## src/snoop_pkg.sv

```systemverilog
/*
 * Snoop unit shared definitions
 * Address fields, line table types, ACE-style snoop response layout and
 * the payload structs carried on the valid/ready channels
 */
package snoop_pkg;

  // Physical snoop address, index in 7:6, tag in 39:8
  typedef logic [39:0]  snoop_addr_t;
  typedef logic [1:0]   line_idx_t;
  typedef logic [31:0]  line_tag_t;

  // Data channel beat and whole cache line, beat 0 in the low bits
  typedef logic [127:0] cd_beat_t;
  typedef logic [511:0] line_data_t;

  // Default number of outstanding DVM messages
  parameter int DVM_DEPTH = 2;

  // Snoop transaction types seen on the address channel
  typedef enum logic [2:0] {
    READ_SHARED   = 3'd0,
    READ_UNIQUE   = 3'd1,
    CLEAN_INVALID = 3'd2,
    MAKE_INVALID  = 3'd3,
    DVM_OP        = 3'd4
  } ac_snoop_e;

  // Coherence state of one table entry
  typedef enum logic [1:0] {
    INVALID      = 2'd0,
    SHARED_CLEAN = 2'd1,
    UNIQUE_CLEAN = 2'd2,
    UNIQUE_DIRTY = 2'd3
  } line_state_e;

  // Snoop response, bit 4 down to bit 0
  typedef struct packed {
    logic was_unique;
    logic is_shared;
    logic pass_dirty;
    logic error;
    logic data_transfer;
  } cr_resp_t;

  // Address channel request
  typedef struct packed {
    snoop_addr_t addr;
    ac_snoop_e   snoop;
  } ac_req_t;

  // One data channel beat with end of line flag
  typedef struct packed {
    cd_beat_t data;
    logic     last;
  } cd_pkt_t;

  // Line table fill
  typedef struct packed {
    snoop_addr_t addr;
    line_state_e state;
    line_data_t  data;
  } fill_req_t;

endpackage
```

## src/snoop_top.sv

```systemverilog
/*
 * Snoop unit top level
 * Address channel receiver, snoop queue, DVM queue, data buffer and
 * response merge
 */
module snoop_top
  import snoop_pkg::*;
#(
  parameter int DVM_DEPTH = snoop_pkg::DVM_DEPTH
) (
  input  logic      forever_cpuclk,
  input  logic      rst_n,
  input  logic      ac_valid,
  output logic      ac_ready,
  input  ac_req_t   ac_req,
  output logic      cr_valid,
  input  logic      cr_ready,
  output cr_resp_t  cr_resp,
  output logic      cd_valid,
  input  logic      cd_ready,
  output cd_pkt_t   cd_pkt,
  input  logic      fill_valid,
  input  fill_req_t fill_req,
  output logic      snoop_busy
);

  // Receiver to queues
  logic       snq_valid;
  logic       snq_ready;
  ac_req_t    snq_req;
  logic       dvm_valid;
  logic       dvm_ready;
  logic       snq_idle;
  logic       dvm_empty;
  logic       recv_busy;

  // Queues to merge
  logic       snq_cr_valid;
  cr_resp_t   snq_cr_resp;
  logic       dvm_cr_valid;
  cr_resp_t   dvm_cr_resp;
  logic       src_cr_ready;

  // Line handoff and data beats
  logic       line_valid;
  logic       line_ready;
  line_data_t line_data;
  logic       sdb_cd_valid;
  logic       sdb_cd_ready;
  cd_pkt_t    sdb_cd_pkt;
  logic       sdb_busy;

  snoop_ac_recv u_ac_recv (
    .forever_cpuclk (forever_cpuclk),
    .rst_n          (rst_n),
    .ac_valid       (ac_valid),
    .ac_ready       (ac_ready),
    .ac_req         (ac_req),
    .snq_valid      (snq_valid),
    .snq_ready      (snq_ready),
    .snq_req        (snq_req),
    .dvm_valid      (dvm_valid),
    .dvm_ready      (dvm_ready),
    .snq_idle       (snq_idle),
    .dvm_empty      (dvm_empty),
    .busy           (recv_busy)
  );

  snoop_queue u_snq (
    .forever_cpuclk (forever_cpuclk),
    .rst_n          (rst_n),
    .req_valid      (snq_valid),
    .req_ready      (snq_ready),
    .req            (snq_req),
    .fill_valid     (fill_valid),
    .fill_req       (fill_req),
    .idle           (snq_idle),
    .cr_valid       (snq_cr_valid),
    .cr_ready       (src_cr_ready),
    .cr_resp        (snq_cr_resp),
    .line_valid     (line_valid),
    .line_ready     (line_ready),
    .line_data      (line_data)
  );

  dvm_queue #(
    .DVM_DEPTH (DVM_DEPTH)
  ) u_dvmq (
    .forever_cpuclk (forever_cpuclk),
    .rst_n          (rst_n),
    .dvm_valid      (dvm_valid),
    .dvm_ready      (dvm_ready),
    .empty          (dvm_empty),
    .cr_valid       (dvm_cr_valid),
    .cr_ready       (src_cr_ready),
    .cr_resp        (dvm_cr_resp)
  );

  snoop_data_buf u_sdb (
    .forever_cpuclk (forever_cpuclk),
    .rst_n          (rst_n),
    .line_valid     (line_valid),
    .line_ready     (line_ready),
    .line_data      (line_data),
    .cd_valid       (sdb_cd_valid),
    .cd_ready       (sdb_cd_ready),
    .cd_pkt         (sdb_cd_pkt),
    .busy           (sdb_busy)
  );

  snoop_resp u_resp (
    .snq_cr_valid (snq_cr_valid),
    .snq_cr_resp  (snq_cr_resp),
    .dvm_cr_valid (dvm_cr_valid),
    .dvm_cr_resp  (dvm_cr_resp),
    .src_cr_ready (src_cr_ready),
    .sdb_cd_valid (sdb_cd_valid),
    .sdb_cd_pkt   (sdb_cd_pkt),
    .sdb_cd_ready (sdb_cd_ready),
    .cr_valid     (cr_valid),
    .cr_ready     (cr_ready),
    .cr_resp      (cr_resp),
    .cd_valid     (cd_valid),
    .cd_ready     (cd_ready),
    .cd_pkt       (cd_pkt)
  );

  // Anything held in any block
  assign snoop_busy = recv_busy || !snq_idle || !dvm_empty || sdb_busy;

endmodule

```

## src/snoop_resp.sv

```systemverilog
/*
 * Snoop response merge
 * Joins snoop queue and DVM queue responses onto one response channel,
 * passes data beats through to the bus
 */
module snoop_resp
  import snoop_pkg::*;
(
  input  logic     snq_cr_valid,
  input  cr_resp_t snq_cr_resp,
  input  logic     dvm_cr_valid,
  input  cr_resp_t dvm_cr_resp,
  output logic     src_cr_ready,
  input  logic     sdb_cd_valid,
  input  cd_pkt_t  sdb_cd_pkt,
  output logic     sdb_cd_ready,
  output logic     cr_valid,
  input  logic     cr_ready,
  output cr_resp_t cr_resp,
  output logic     cd_valid,
  input  logic     cd_ready,
  output cd_pkt_t  cd_pkt
);

  // Sources never overlap, gated OR is enough
  assign cr_valid = snq_cr_valid || dvm_cr_valid;
  assign cr_resp  = cr_resp_t'((snq_cr_resp & {5{snq_cr_valid}})
                             | (dvm_cr_resp & {5{dvm_cr_valid}}));

  // Same ready to both, only the valid one sees a transfer
  assign src_cr_ready = cr_ready;

  // Data channel straight through
  assign cd_valid     = sdb_cd_valid;
  assign cd_pkt       = sdb_cd_pkt;
  assign sdb_cd_ready = cd_ready;

  always_comb begin
    a_one_src: assert (!(snq_cr_valid === 1'b1 && dvm_cr_valid === 1'b1))
      else $error("snoop and DVM responses valid together");
  end

endmodule

```

## src/dvm_queue.sv

```systemverilog
/*
 * DVM message queue
 * Counts outstanding DVM messages and acknowledges each one with an
 * empty snoop response, in arrival order
 */
module dvm_queue
  import snoop_pkg::*;
#(
  parameter int DVM_DEPTH = snoop_pkg::DVM_DEPTH
) (
  input  logic     forever_cpuclk,
  input  logic     rst_n,
  input  logic     dvm_valid,
  output logic     dvm_ready,
  output logic     empty,
  output logic     cr_valid,
  input  logic     cr_ready,
  output cr_resp_t cr_resp
);

  localparam int CNT_W = $clog2(DVM_DEPTH + 1);

  logic [CNT_W-1:0] count_q;
  logic             push;
  logic             pop;

  // Room left while below depth
  assign dvm_ready = (count_q < CNT_W'(DVM_DEPTH));
  assign empty     = (count_q == '0);

  assign push = dvm_valid && dvm_ready;
  assign pop  = cr_valid && cr_ready;

  // Every queued message has a pending ack
  assign cr_valid = !empty;
  assign cr_resp  = '0;

  always_ff @(posedge forever_cpuclk or negedge rst_n) begin
    if (!rst_n) begin
      count_q <= '0;
    end else begin
      count_q <= count_q + CNT_W'(push) - CNT_W'(pop);
    end
  end

  // Occupancy stays within depth across push and pop
  a_no_overflow: assert property (@(posedge forever_cpuclk) disable iff (!rst_n)
    count_q <= CNT_W'(DVM_DEPTH));

  a_ack_hold: assert property (@(posedge forever_cpuclk) disable iff (!rst_n)
    cr_valid && !cr_ready |=> cr_valid);

endmodule

```

## src/snoop_data_buf.sv

```systemverilog
/*
 * Snoop data buffer
 * Holds one cache line and streams it as four data channel beats,
 * low beat first, with last on the final beat
 */
module snoop_data_buf
  import snoop_pkg::*;
(
  input  logic       forever_cpuclk,
  input  logic       rst_n,
  input  logic       line_valid,
  output logic       line_ready,
  input  line_data_t line_data,
  output logic       cd_valid,
  input  logic       cd_ready,
  output cd_pkt_t    cd_pkt,
  output logic       busy
);

  logic       full_q;
  logic [1:0] beat_q;
  line_data_t line_q;
  logic       load;
  logic       beat_fire;

  // New line only once the previous one is fully sent
  assign line_ready = !full_q;
  assign load       = line_valid && line_ready;
  assign beat_fire  = cd_valid && cd_ready;

  always_ff @(posedge forever_cpuclk or negedge rst_n) begin
    if (!rst_n) begin
      full_q <= 1'b0;
      beat_q <= 2'd0;
    end else if (load) begin
      full_q <= 1'b1;
      beat_q <= 2'd0;
    end else if (beat_fire) begin
      beat_q <= beat_q + 2'd1;
      // Buffer frees after the last beat
      if (cd_pkt.last) begin
        full_q <= 1'b0;
      end
    end
  end

  always_ff @(posedge forever_cpuclk) begin
    if (load) begin
      line_q <= line_data;
    end
  end

  assign cd_valid    = full_q;
  assign cd_pkt.data = line_q[{beat_q, 7'd0} +: 128];
  assign cd_pkt.last = (beat_q == 2'd3);
  assign busy        = full_q;

  // A fresh line never starts with a last beat
  a_first_beat: assert property (@(posedge forever_cpuclk) disable iff (!rst_n)
    load |=> cd_valid && !cd_pkt.last);

  // Last beat ends the line, nothing more until the next handoff
  a_last_ends: assert property (@(posedge forever_cpuclk) disable iff (!rst_n)
    beat_fire && cd_pkt.last |=> !cd_valid && line_ready);

  a_beat_hold: assert property (@(posedge forever_cpuclk) disable iff (!rst_n)
    cd_valid && !cd_ready |=> cd_valid && $stable(cd_pkt));

endmodule

```

## src/snoop_queue.sv

```systemverilog
/*
 * Snoop queue
 * Four-entry line table with lookup FSM, snoop response generation,
 * coherence state update and line handoff to the data buffer
 */
module snoop_queue
  import snoop_pkg::*;
(
  input  logic       forever_cpuclk,
  input  logic       rst_n,
  input  logic       req_valid,
  output logic       req_ready,
  input  ac_req_t    req,
  input  logic       fill_valid,
  input  fill_req_t  fill_req,
  output logic       idle,
  output logic       cr_valid,
  input  logic       cr_ready,
  output cr_resp_t   cr_resp,
  output logic       line_valid,
  input  logic       line_ready,
  output line_data_t line_data
);

  typedef enum logic [1:0] {
    IDLE,
    LOOKUP,
    RESPOND,
    HANDOFF
  } snq_state_e;

  snq_state_e  state_q;
  ac_req_t     req_q;
  cr_resp_t    resp_q;
  cr_resp_t    resp_d;

  // Line table
  line_tag_t   tag_mem   [4];
  line_state_e state_mem [4];
  line_data_t  data_mem  [4];

  line_idx_t   idx;
  line_idx_t   fill_idx;
  line_state_e cur_state;
  line_state_e next_state;
  logic        hit;
  logic        was_unique;
  logic        was_dirty;

  assign idx      = req_q.addr[7:6];
  assign fill_idx = fill_req.addr[7:6];

  assign cur_state  = state_mem[idx];
  assign hit        = (cur_state != INVALID) && (tag_mem[idx] == req_q.addr[39:8]);
  assign was_unique = (cur_state == UNIQUE_CLEAN) || (cur_state == UNIQUE_DIRTY);
  assign was_dirty  = (cur_state == UNIQUE_DIRTY);

  // Response and next line state for the current lookup
  always_comb begin
    resp_d     = '0;
    next_state = cur_state;
    if (hit) begin
      unique case (req_q.snoop)
        READ_SHARED: begin
          resp_d.data_transfer = 1'b1;
          resp_d.is_shared     = 1'b1;
          resp_d.was_unique    = was_unique;
          resp_d.pass_dirty    = was_dirty;
          next_state           = SHARED_CLEAN;
        end
        READ_UNIQUE: begin
          resp_d.data_transfer = 1'b1;
          resp_d.was_unique    = was_unique;
          resp_d.pass_dirty    = was_dirty;
          next_state           = INVALID;
        end
        CLEAN_INVALID: begin
          // Data only leaves when it is dirty
          resp_d.data_transfer = was_dirty;
          resp_d.pass_dirty    = was_dirty;
          resp_d.was_unique    = was_unique;
          next_state           = INVALID;
        end
        MAKE_INVALID: begin
          resp_d.was_unique = was_unique;
          next_state        = INVALID;
        end
        default: begin
          next_state = cur_state;
        end
      endcase
    end
  end

  always_ff @(posedge forever_cpuclk or negedge rst_n) begin
    if (!rst_n) begin
      state_q <= IDLE;
    end else begin
      unique case (state_q)
        IDLE:    if (req_valid) state_q <= LOOKUP;
        LOOKUP:  state_q <= RESPOND;
        RESPOND: if (cr_ready) state_q <= resp_q.data_transfer ? HANDOFF : IDLE;
        HANDOFF: if (line_ready) state_q <= IDLE;
        default: state_q <= IDLE;
      endcase
    end
  end

  // Request and response payload
  always_ff @(posedge forever_cpuclk) begin
    if (req_valid && req_ready) begin
      req_q <= req;
    end
    if (state_q == LOOKUP) begin
      resp_q <= resp_d;
    end
  end

  // Entry states start invalid; fills and lookups never overlap
  always_ff @(posedge forever_cpuclk or negedge rst_n) begin
    if (!rst_n) begin
      for (int i = 0; i < 4; i++) begin
        state_mem[i] <= INVALID;
      end
    end else if (fill_valid) begin
      state_mem[fill_idx] <= fill_req.state;
    end else if (state_q == LOOKUP) begin
      state_mem[idx] <= next_state;
    end
  end

  always_ff @(posedge forever_cpuclk) begin
    if (fill_valid) begin
      tag_mem[fill_idx]  <= fill_req.addr[39:8];
      data_mem[fill_idx] <= fill_req.data;
    end
  end

  assign req_ready = (state_q == IDLE);
  assign idle      = (state_q == IDLE);

  assign cr_valid = (state_q == RESPOND);
  assign cr_resp  = resp_q;

  // Data array is untouched by snoops, read in place
  assign line_valid = (state_q == HANDOFF);
  assign line_data  = data_mem[idx];

  a_resp_hold: assert property (@(posedge forever_cpuclk) disable iff (!rst_n)
    cr_valid && !cr_ready |=> cr_valid && $stable(cr_resp));

endmodule

```

## src/snoop_ac_recv.sv

```systemverilog
/*
 * Snoop address channel receiver
 * One register stage; routes DVM messages to the DVM queue and all other
 * snoops to the snoop queue, keeping responses in request order
 */
module snoop_ac_recv
  import snoop_pkg::*;
(
  input  logic    forever_cpuclk,
  input  logic    rst_n,
  input  logic    ac_valid,
  output logic    ac_ready,
  input  ac_req_t ac_req,
  output logic    snq_valid,
  input  logic    snq_ready,
  output ac_req_t snq_req,
  output logic    dvm_valid,
  input  logic    dvm_ready,
  input  logic    snq_idle,
  input  logic    dvm_empty,
  output logic    busy
);

  logic    full_q;
  ac_req_t req_q;
  logic    is_dvm;
  logic    dispatch;

  assign is_dvm = (req_q.snoop == DVM_OP);

  // Snoop waits for all DVM acks, DVM waits for the snoop queue to drain
  assign snq_valid = full_q && !is_dvm && dvm_empty;
  assign dvm_valid = full_q && is_dvm && snq_idle;
  assign snq_req   = req_q;

  assign dispatch = (snq_valid && snq_ready) || (dvm_valid && dvm_ready);

  // Stage refills in the same cycle it empties
  assign ac_ready = !full_q || dispatch;
  assign busy     = full_q;

  always_ff @(posedge forever_cpuclk or negedge rst_n) begin
    if (!rst_n) begin
      full_q <= 1'b0;
    end else if (ac_valid && ac_ready) begin
      full_q <= 1'b1;
    end else if (dispatch) begin
      full_q <= 1'b0;
    end
  end

  // Payload only, no reset
  always_ff @(posedge forever_cpuclk) begin
    if (ac_valid && ac_ready) begin
      req_q <= ac_req;
    end
  end

  // Only one response source may ever be in flight
  a_one_dest: assert property (@(posedge forever_cpuclk) disable iff (!rst_n)
    !(snq_valid && dvm_valid));

  // Held snoop stays offered, so the DVM queue must not refill meanwhile
  a_snq_hold: assert property (@(posedge forever_cpuclk) disable iff (!rst_n)
    snq_valid && !snq_ready |=> snq_valid && $stable(snq_req));

endmodule

```

## config.mk

```make
export PLATFORM = sky130hd
export DESIGN_NAME = snoop_top
export DESIGN_NICKNAME = d
export VERILOG_FILES = /design/src/snoop_pkg.sv /design/src/snoop_top.sv /design/src/snoop_resp.sv /design/src/dvm_queue.sv /design/src/snoop_data_buf.sv /design/src/snoop_queue.sv /design/src/snoop_ac_recv.sv
export SDC_FILE = /design/constraint.sdc
export NUM_CORES = 2
export LEC_CHECK = 0
export ABC_CLOCK_PERIOD_IN_PS = 36000
export BUFFER_PORTS_ARGS = -buffer_cell sky130_fd_sc_hd__clkbuf_2
export CORE_ASPECT_RATIO = 0.5
export CORE_MARGIN = 4
export CORE_UTILIZATION = 60
export DETAILED_ROUTE_END_ITERATION = 7
export GPL_ROUTABILITY_DRIVEN = 0
export HOLD_SLACK_MARGIN = 0.15
export PLACE_DENSITY = 0.8
export SYNTH_ARGS = -nofsm -noshare
export SYNTH_HDL_FRONTEND = slang
export SYNTH_SLANG_ARGS = --single-unit
```

## constraint.sdc

```tcl
create_clock -name forever_cpuclk -period 36 [get_ports forever_cpuclk]
set_input_delay 3.6 -clock forever_cpuclk [delete_from_list [all_inputs] [get_ports forever_cpuclk]]
set_output_delay 3.6 -clock forever_cpuclk [all_outputs]
set_load 0.03 [all_outputs]
```

==> impl_metrics.tcl <==
set metrics [dict create \
    yosys-top-cells-area "edfxtp_1, mux4_2, dfrtp_1" \
    path_max_fanout 34 \
    multiInputGateArea_sq_um 16200 \
    portBuffers 727 \
    leakage_nw 37.0 \
    core_sq_um 165000 \
    crit_path_end_kind "output pin" \
    wl_met3_um 11900 \
    grt_setup_unrepaired "no" \
    synth_fa_ha_area_frac 0.000374 \
    hold_violations 0 \
    critical_path_class "register to output pin" \
    gr-total-overflow 0 \
    yosys.area.top_type "edfxtp_1" \
    synth_top_family_by_area "multiplexers" \
    rows 105 \
    drtIter0Drc 4360 \
    syn_nets 4386 \
    tns_ps 0 \
    syn_area_sq_um 100000 \
    grt_max_degree 147 \
    numCtsBuffers 226 \
    rr_worst_depth 5 \
    hold_depth 0 \
    r2r_setup_slack_ps 31320 \
    synth-edff-count 2766 \
    synth_simple_gate_area_share 0.00343 \
    period_minus_slack_ps 8450 \
    maxCapViolations 0 \
    fillers 9397 \
    fp.dieW_um 586 \
    nets 5252 \
    cts-root-buf "clkbuf_16" \
    cts-htree-levels 4 \
    fp.dieH_um 297 \
    ant_nets 0 \
    clock-sinks 2784 \
    synthFlopType "edfxtp_1" \
    period_share 0.235 \
    status "completed" \
    tritoncts "built" \
    grt_use_total 0.251 \
    holdBufCountCts 0 \
    synth-compound-area-share 0.00304 \
    met1_length_um 75000 \
    top_layer_used "met5" \
    tightest_slew_ps 1230 \
    synth_cells 3780 \
    pwr_density_cell_nw_per_um2 66.6 \
    wl_met2_um 120000 \
    yosysUniqueCellTypes 50 \
    synth_top_area_share 0.828 \
    placed_area_sq_um 107000 \
    start_util 0.608 \
    synth.area.mux_share 0.151 \
    yosysMostFrequentCell "edfxtp_1" \
    grt_pass1_wl_um 317000 \
    timing.rr.end "u_sdb.line_q[482]" \
    fmax_mhz 118 \
    setup-violations-final 0 \
    slew_headroom 0.179 \
    yosysWarnings 0 \
    worst-endpoint-required_ps 32400 \
    synthXorXnorAreaFrac 0.00288 \
    routed_wl_um 220000 \
    worst_hold_path.endpoint "u_snq.req_q[39]" \
    cp.arrival_ps 4850 \
    drt-vias-per-instance 6.18 \
    ys_seq_elements 2784 \
    antenna_found_initial 111 \
    drt_pass1_iterations 6 \
    synth_common_cells "edfxtp_1, mux4_2, buf_1, clkbuf_1, xnor2_1" \
    cts_setup_buffers 0 \
    finClkSkew_ps 35.5 \
    dp_hpwl_um 122000 \
    async_flop_share 0.00575 \
    synth_area_per_cell_sq_um 26.5 \
    startpoint_type "register" \
    io_pins 741 \
    clk_latency_ps 850 \
    setup_slack_ps 27560 \
    grt_pass1_vias 46839 \
    dieArea_sq_um 174000 \
    cts.path.max_buffers 4 \
    register_area_sq_um 83500 \
    hold_path.class "register to register" \
    hold_start "u_ac_recv.snq_req[39]" \
    peakVddDrop_mv 0.0506 \
    syn_to_final_growth_pct 13.7 \
    r2r-start "u_snq.idx[0]" \
    yosysSeqAreaShare 0.832 \
    post-route-cell-area_sq_um 114000 \
    clk_pin_slew_worst_paths_ps 70 \
    vias 44006 \
    drc_errors 0 \
    drive_gt1_frac 0.372 \
    ctsResizeCount 0 \
    wl_per_cell_um 30.8 \
    final_max_slew_viol_count 0 \
    preCtsSetupSlack_ps 27300 \
]
[logic make-up (layout without fill, tap and decap cells)]
| family | Yosys count | after routing |
|---|---|---|
| other | 1 | 108 |
| adders and majority gates | 3 | 3 |
| buffers and inverters | 167 | 1210 |
| muxes | 683 | 683 |
| xor gates and xnor gates | 33 | 33 |
| DFF | 2784 | 2784 |
| and+or+nand+nor | 66 | 66 |
| AOI/OAI and AO/OA | 43 | 43 |
[per-layer routing]
metal	track usage	vias to the layer above
met5	0	-
met4	0.144	8
met1	0.307	23391
li1	-	18251
met2	0.431	1868
met3	0.0386	488
[state kept, by name, summed over array words and instances (netlist names), named ones only]
register,count
u_ac_recv.busy,1
u_ac_recv.snq_req,37
u_dvmq.count_q,2
u_sdb.beat_q,2
u_sdb.busy,1
u_sdb.line_q,512
u_snq.cr_resp,4
u_snq.data_mem,2048
u_snq.idx,2
u_snq.req_q,35
u_snq.state_mem,8
u_snq.state_q,2
u_snq.tag_mem,128
[final cells by class]
cell class                 count  share of cell area
antenna                      107             0.00235
clock buffer                 273              0.0515
multi-input combinational    829               0.142
timing repair buffer         795              0.0370
tap                         2193              0.0241
inverter                      10            0.000329
sequential                  2784               0.732
clock inverter               132              0.0102
[worst max-delay path by stage]
stage / to / start / slack [ps]
floorplan: u_snq.state_mem[3] / fill_valid / 5610
global placement: u_snq.data_mem[0][337] / fill_valid / 27310
detailed placement: u_snq.data_mem[0][333] / fill_valid / 27300
CTS: cd_pkt[62] / u_sdb.beat_q[0] / 27310
global route: cd_pkt[41] / u_sdb.beat_q[0] / 27230
finish: cd_pkt[46] / u_sdb.beat_q[0] / 27560
[worst max-delay path, cell delays in order, from the launching register on]
cell and delay [ps]:
dfrtp_4 660, buf_4 730, buf_4 770, buf_4 800, mux4_2 600, clkbuf_2 220
[cell usage in the layout (no fill, tap or decap), types with 4 or more instances in the layout]
cell type,count
o21ai_0,15
diode_2,107
clkbuf_1,45
a22oi_1,9
clkinv_2,45
inv_1,9
clkinv_4,6
inv_6,5
mux2i_1,13
xnor2_1,27
clkinv_1,47
o21ai_1,4
edfxtp_1,2766
clkbuf_16,228
nand3_1,4
nand2_1,19
clkbuf_2,727
nand4_1,5
and2_1,4
buf_12,6
mux4_2,668
nor2_1,9
bufinv_16,19
xor2_1,6
dfrtp_1,14
clkinvlp_4,7
buf_4,62
[power by group]
group / total (mW) / internal [mW] / switching (mW) / leakage, nW
Sequential: 3.91 / 3.82 / 0.0912 / 25.5
Clock: 2.41 / 1.30 / 1.11 / 3.45
Combinational: 1.28 / 0.537 / 0.739 / 8.05
[per-stage QoR]
stage,cells,util,hold WS (ps),power (mW)
finish,7123,0.691,418,7.60
global route,7117,0.691,430,7.87
CTS,7016,0.690,420,7.66
detailed placement,6611,0.647,405,5.25
global placement,6611,0.647,405,5.21
floorplan,3780,-,400,4.93
Note: power is estimated with default switching activity, not from simulation.
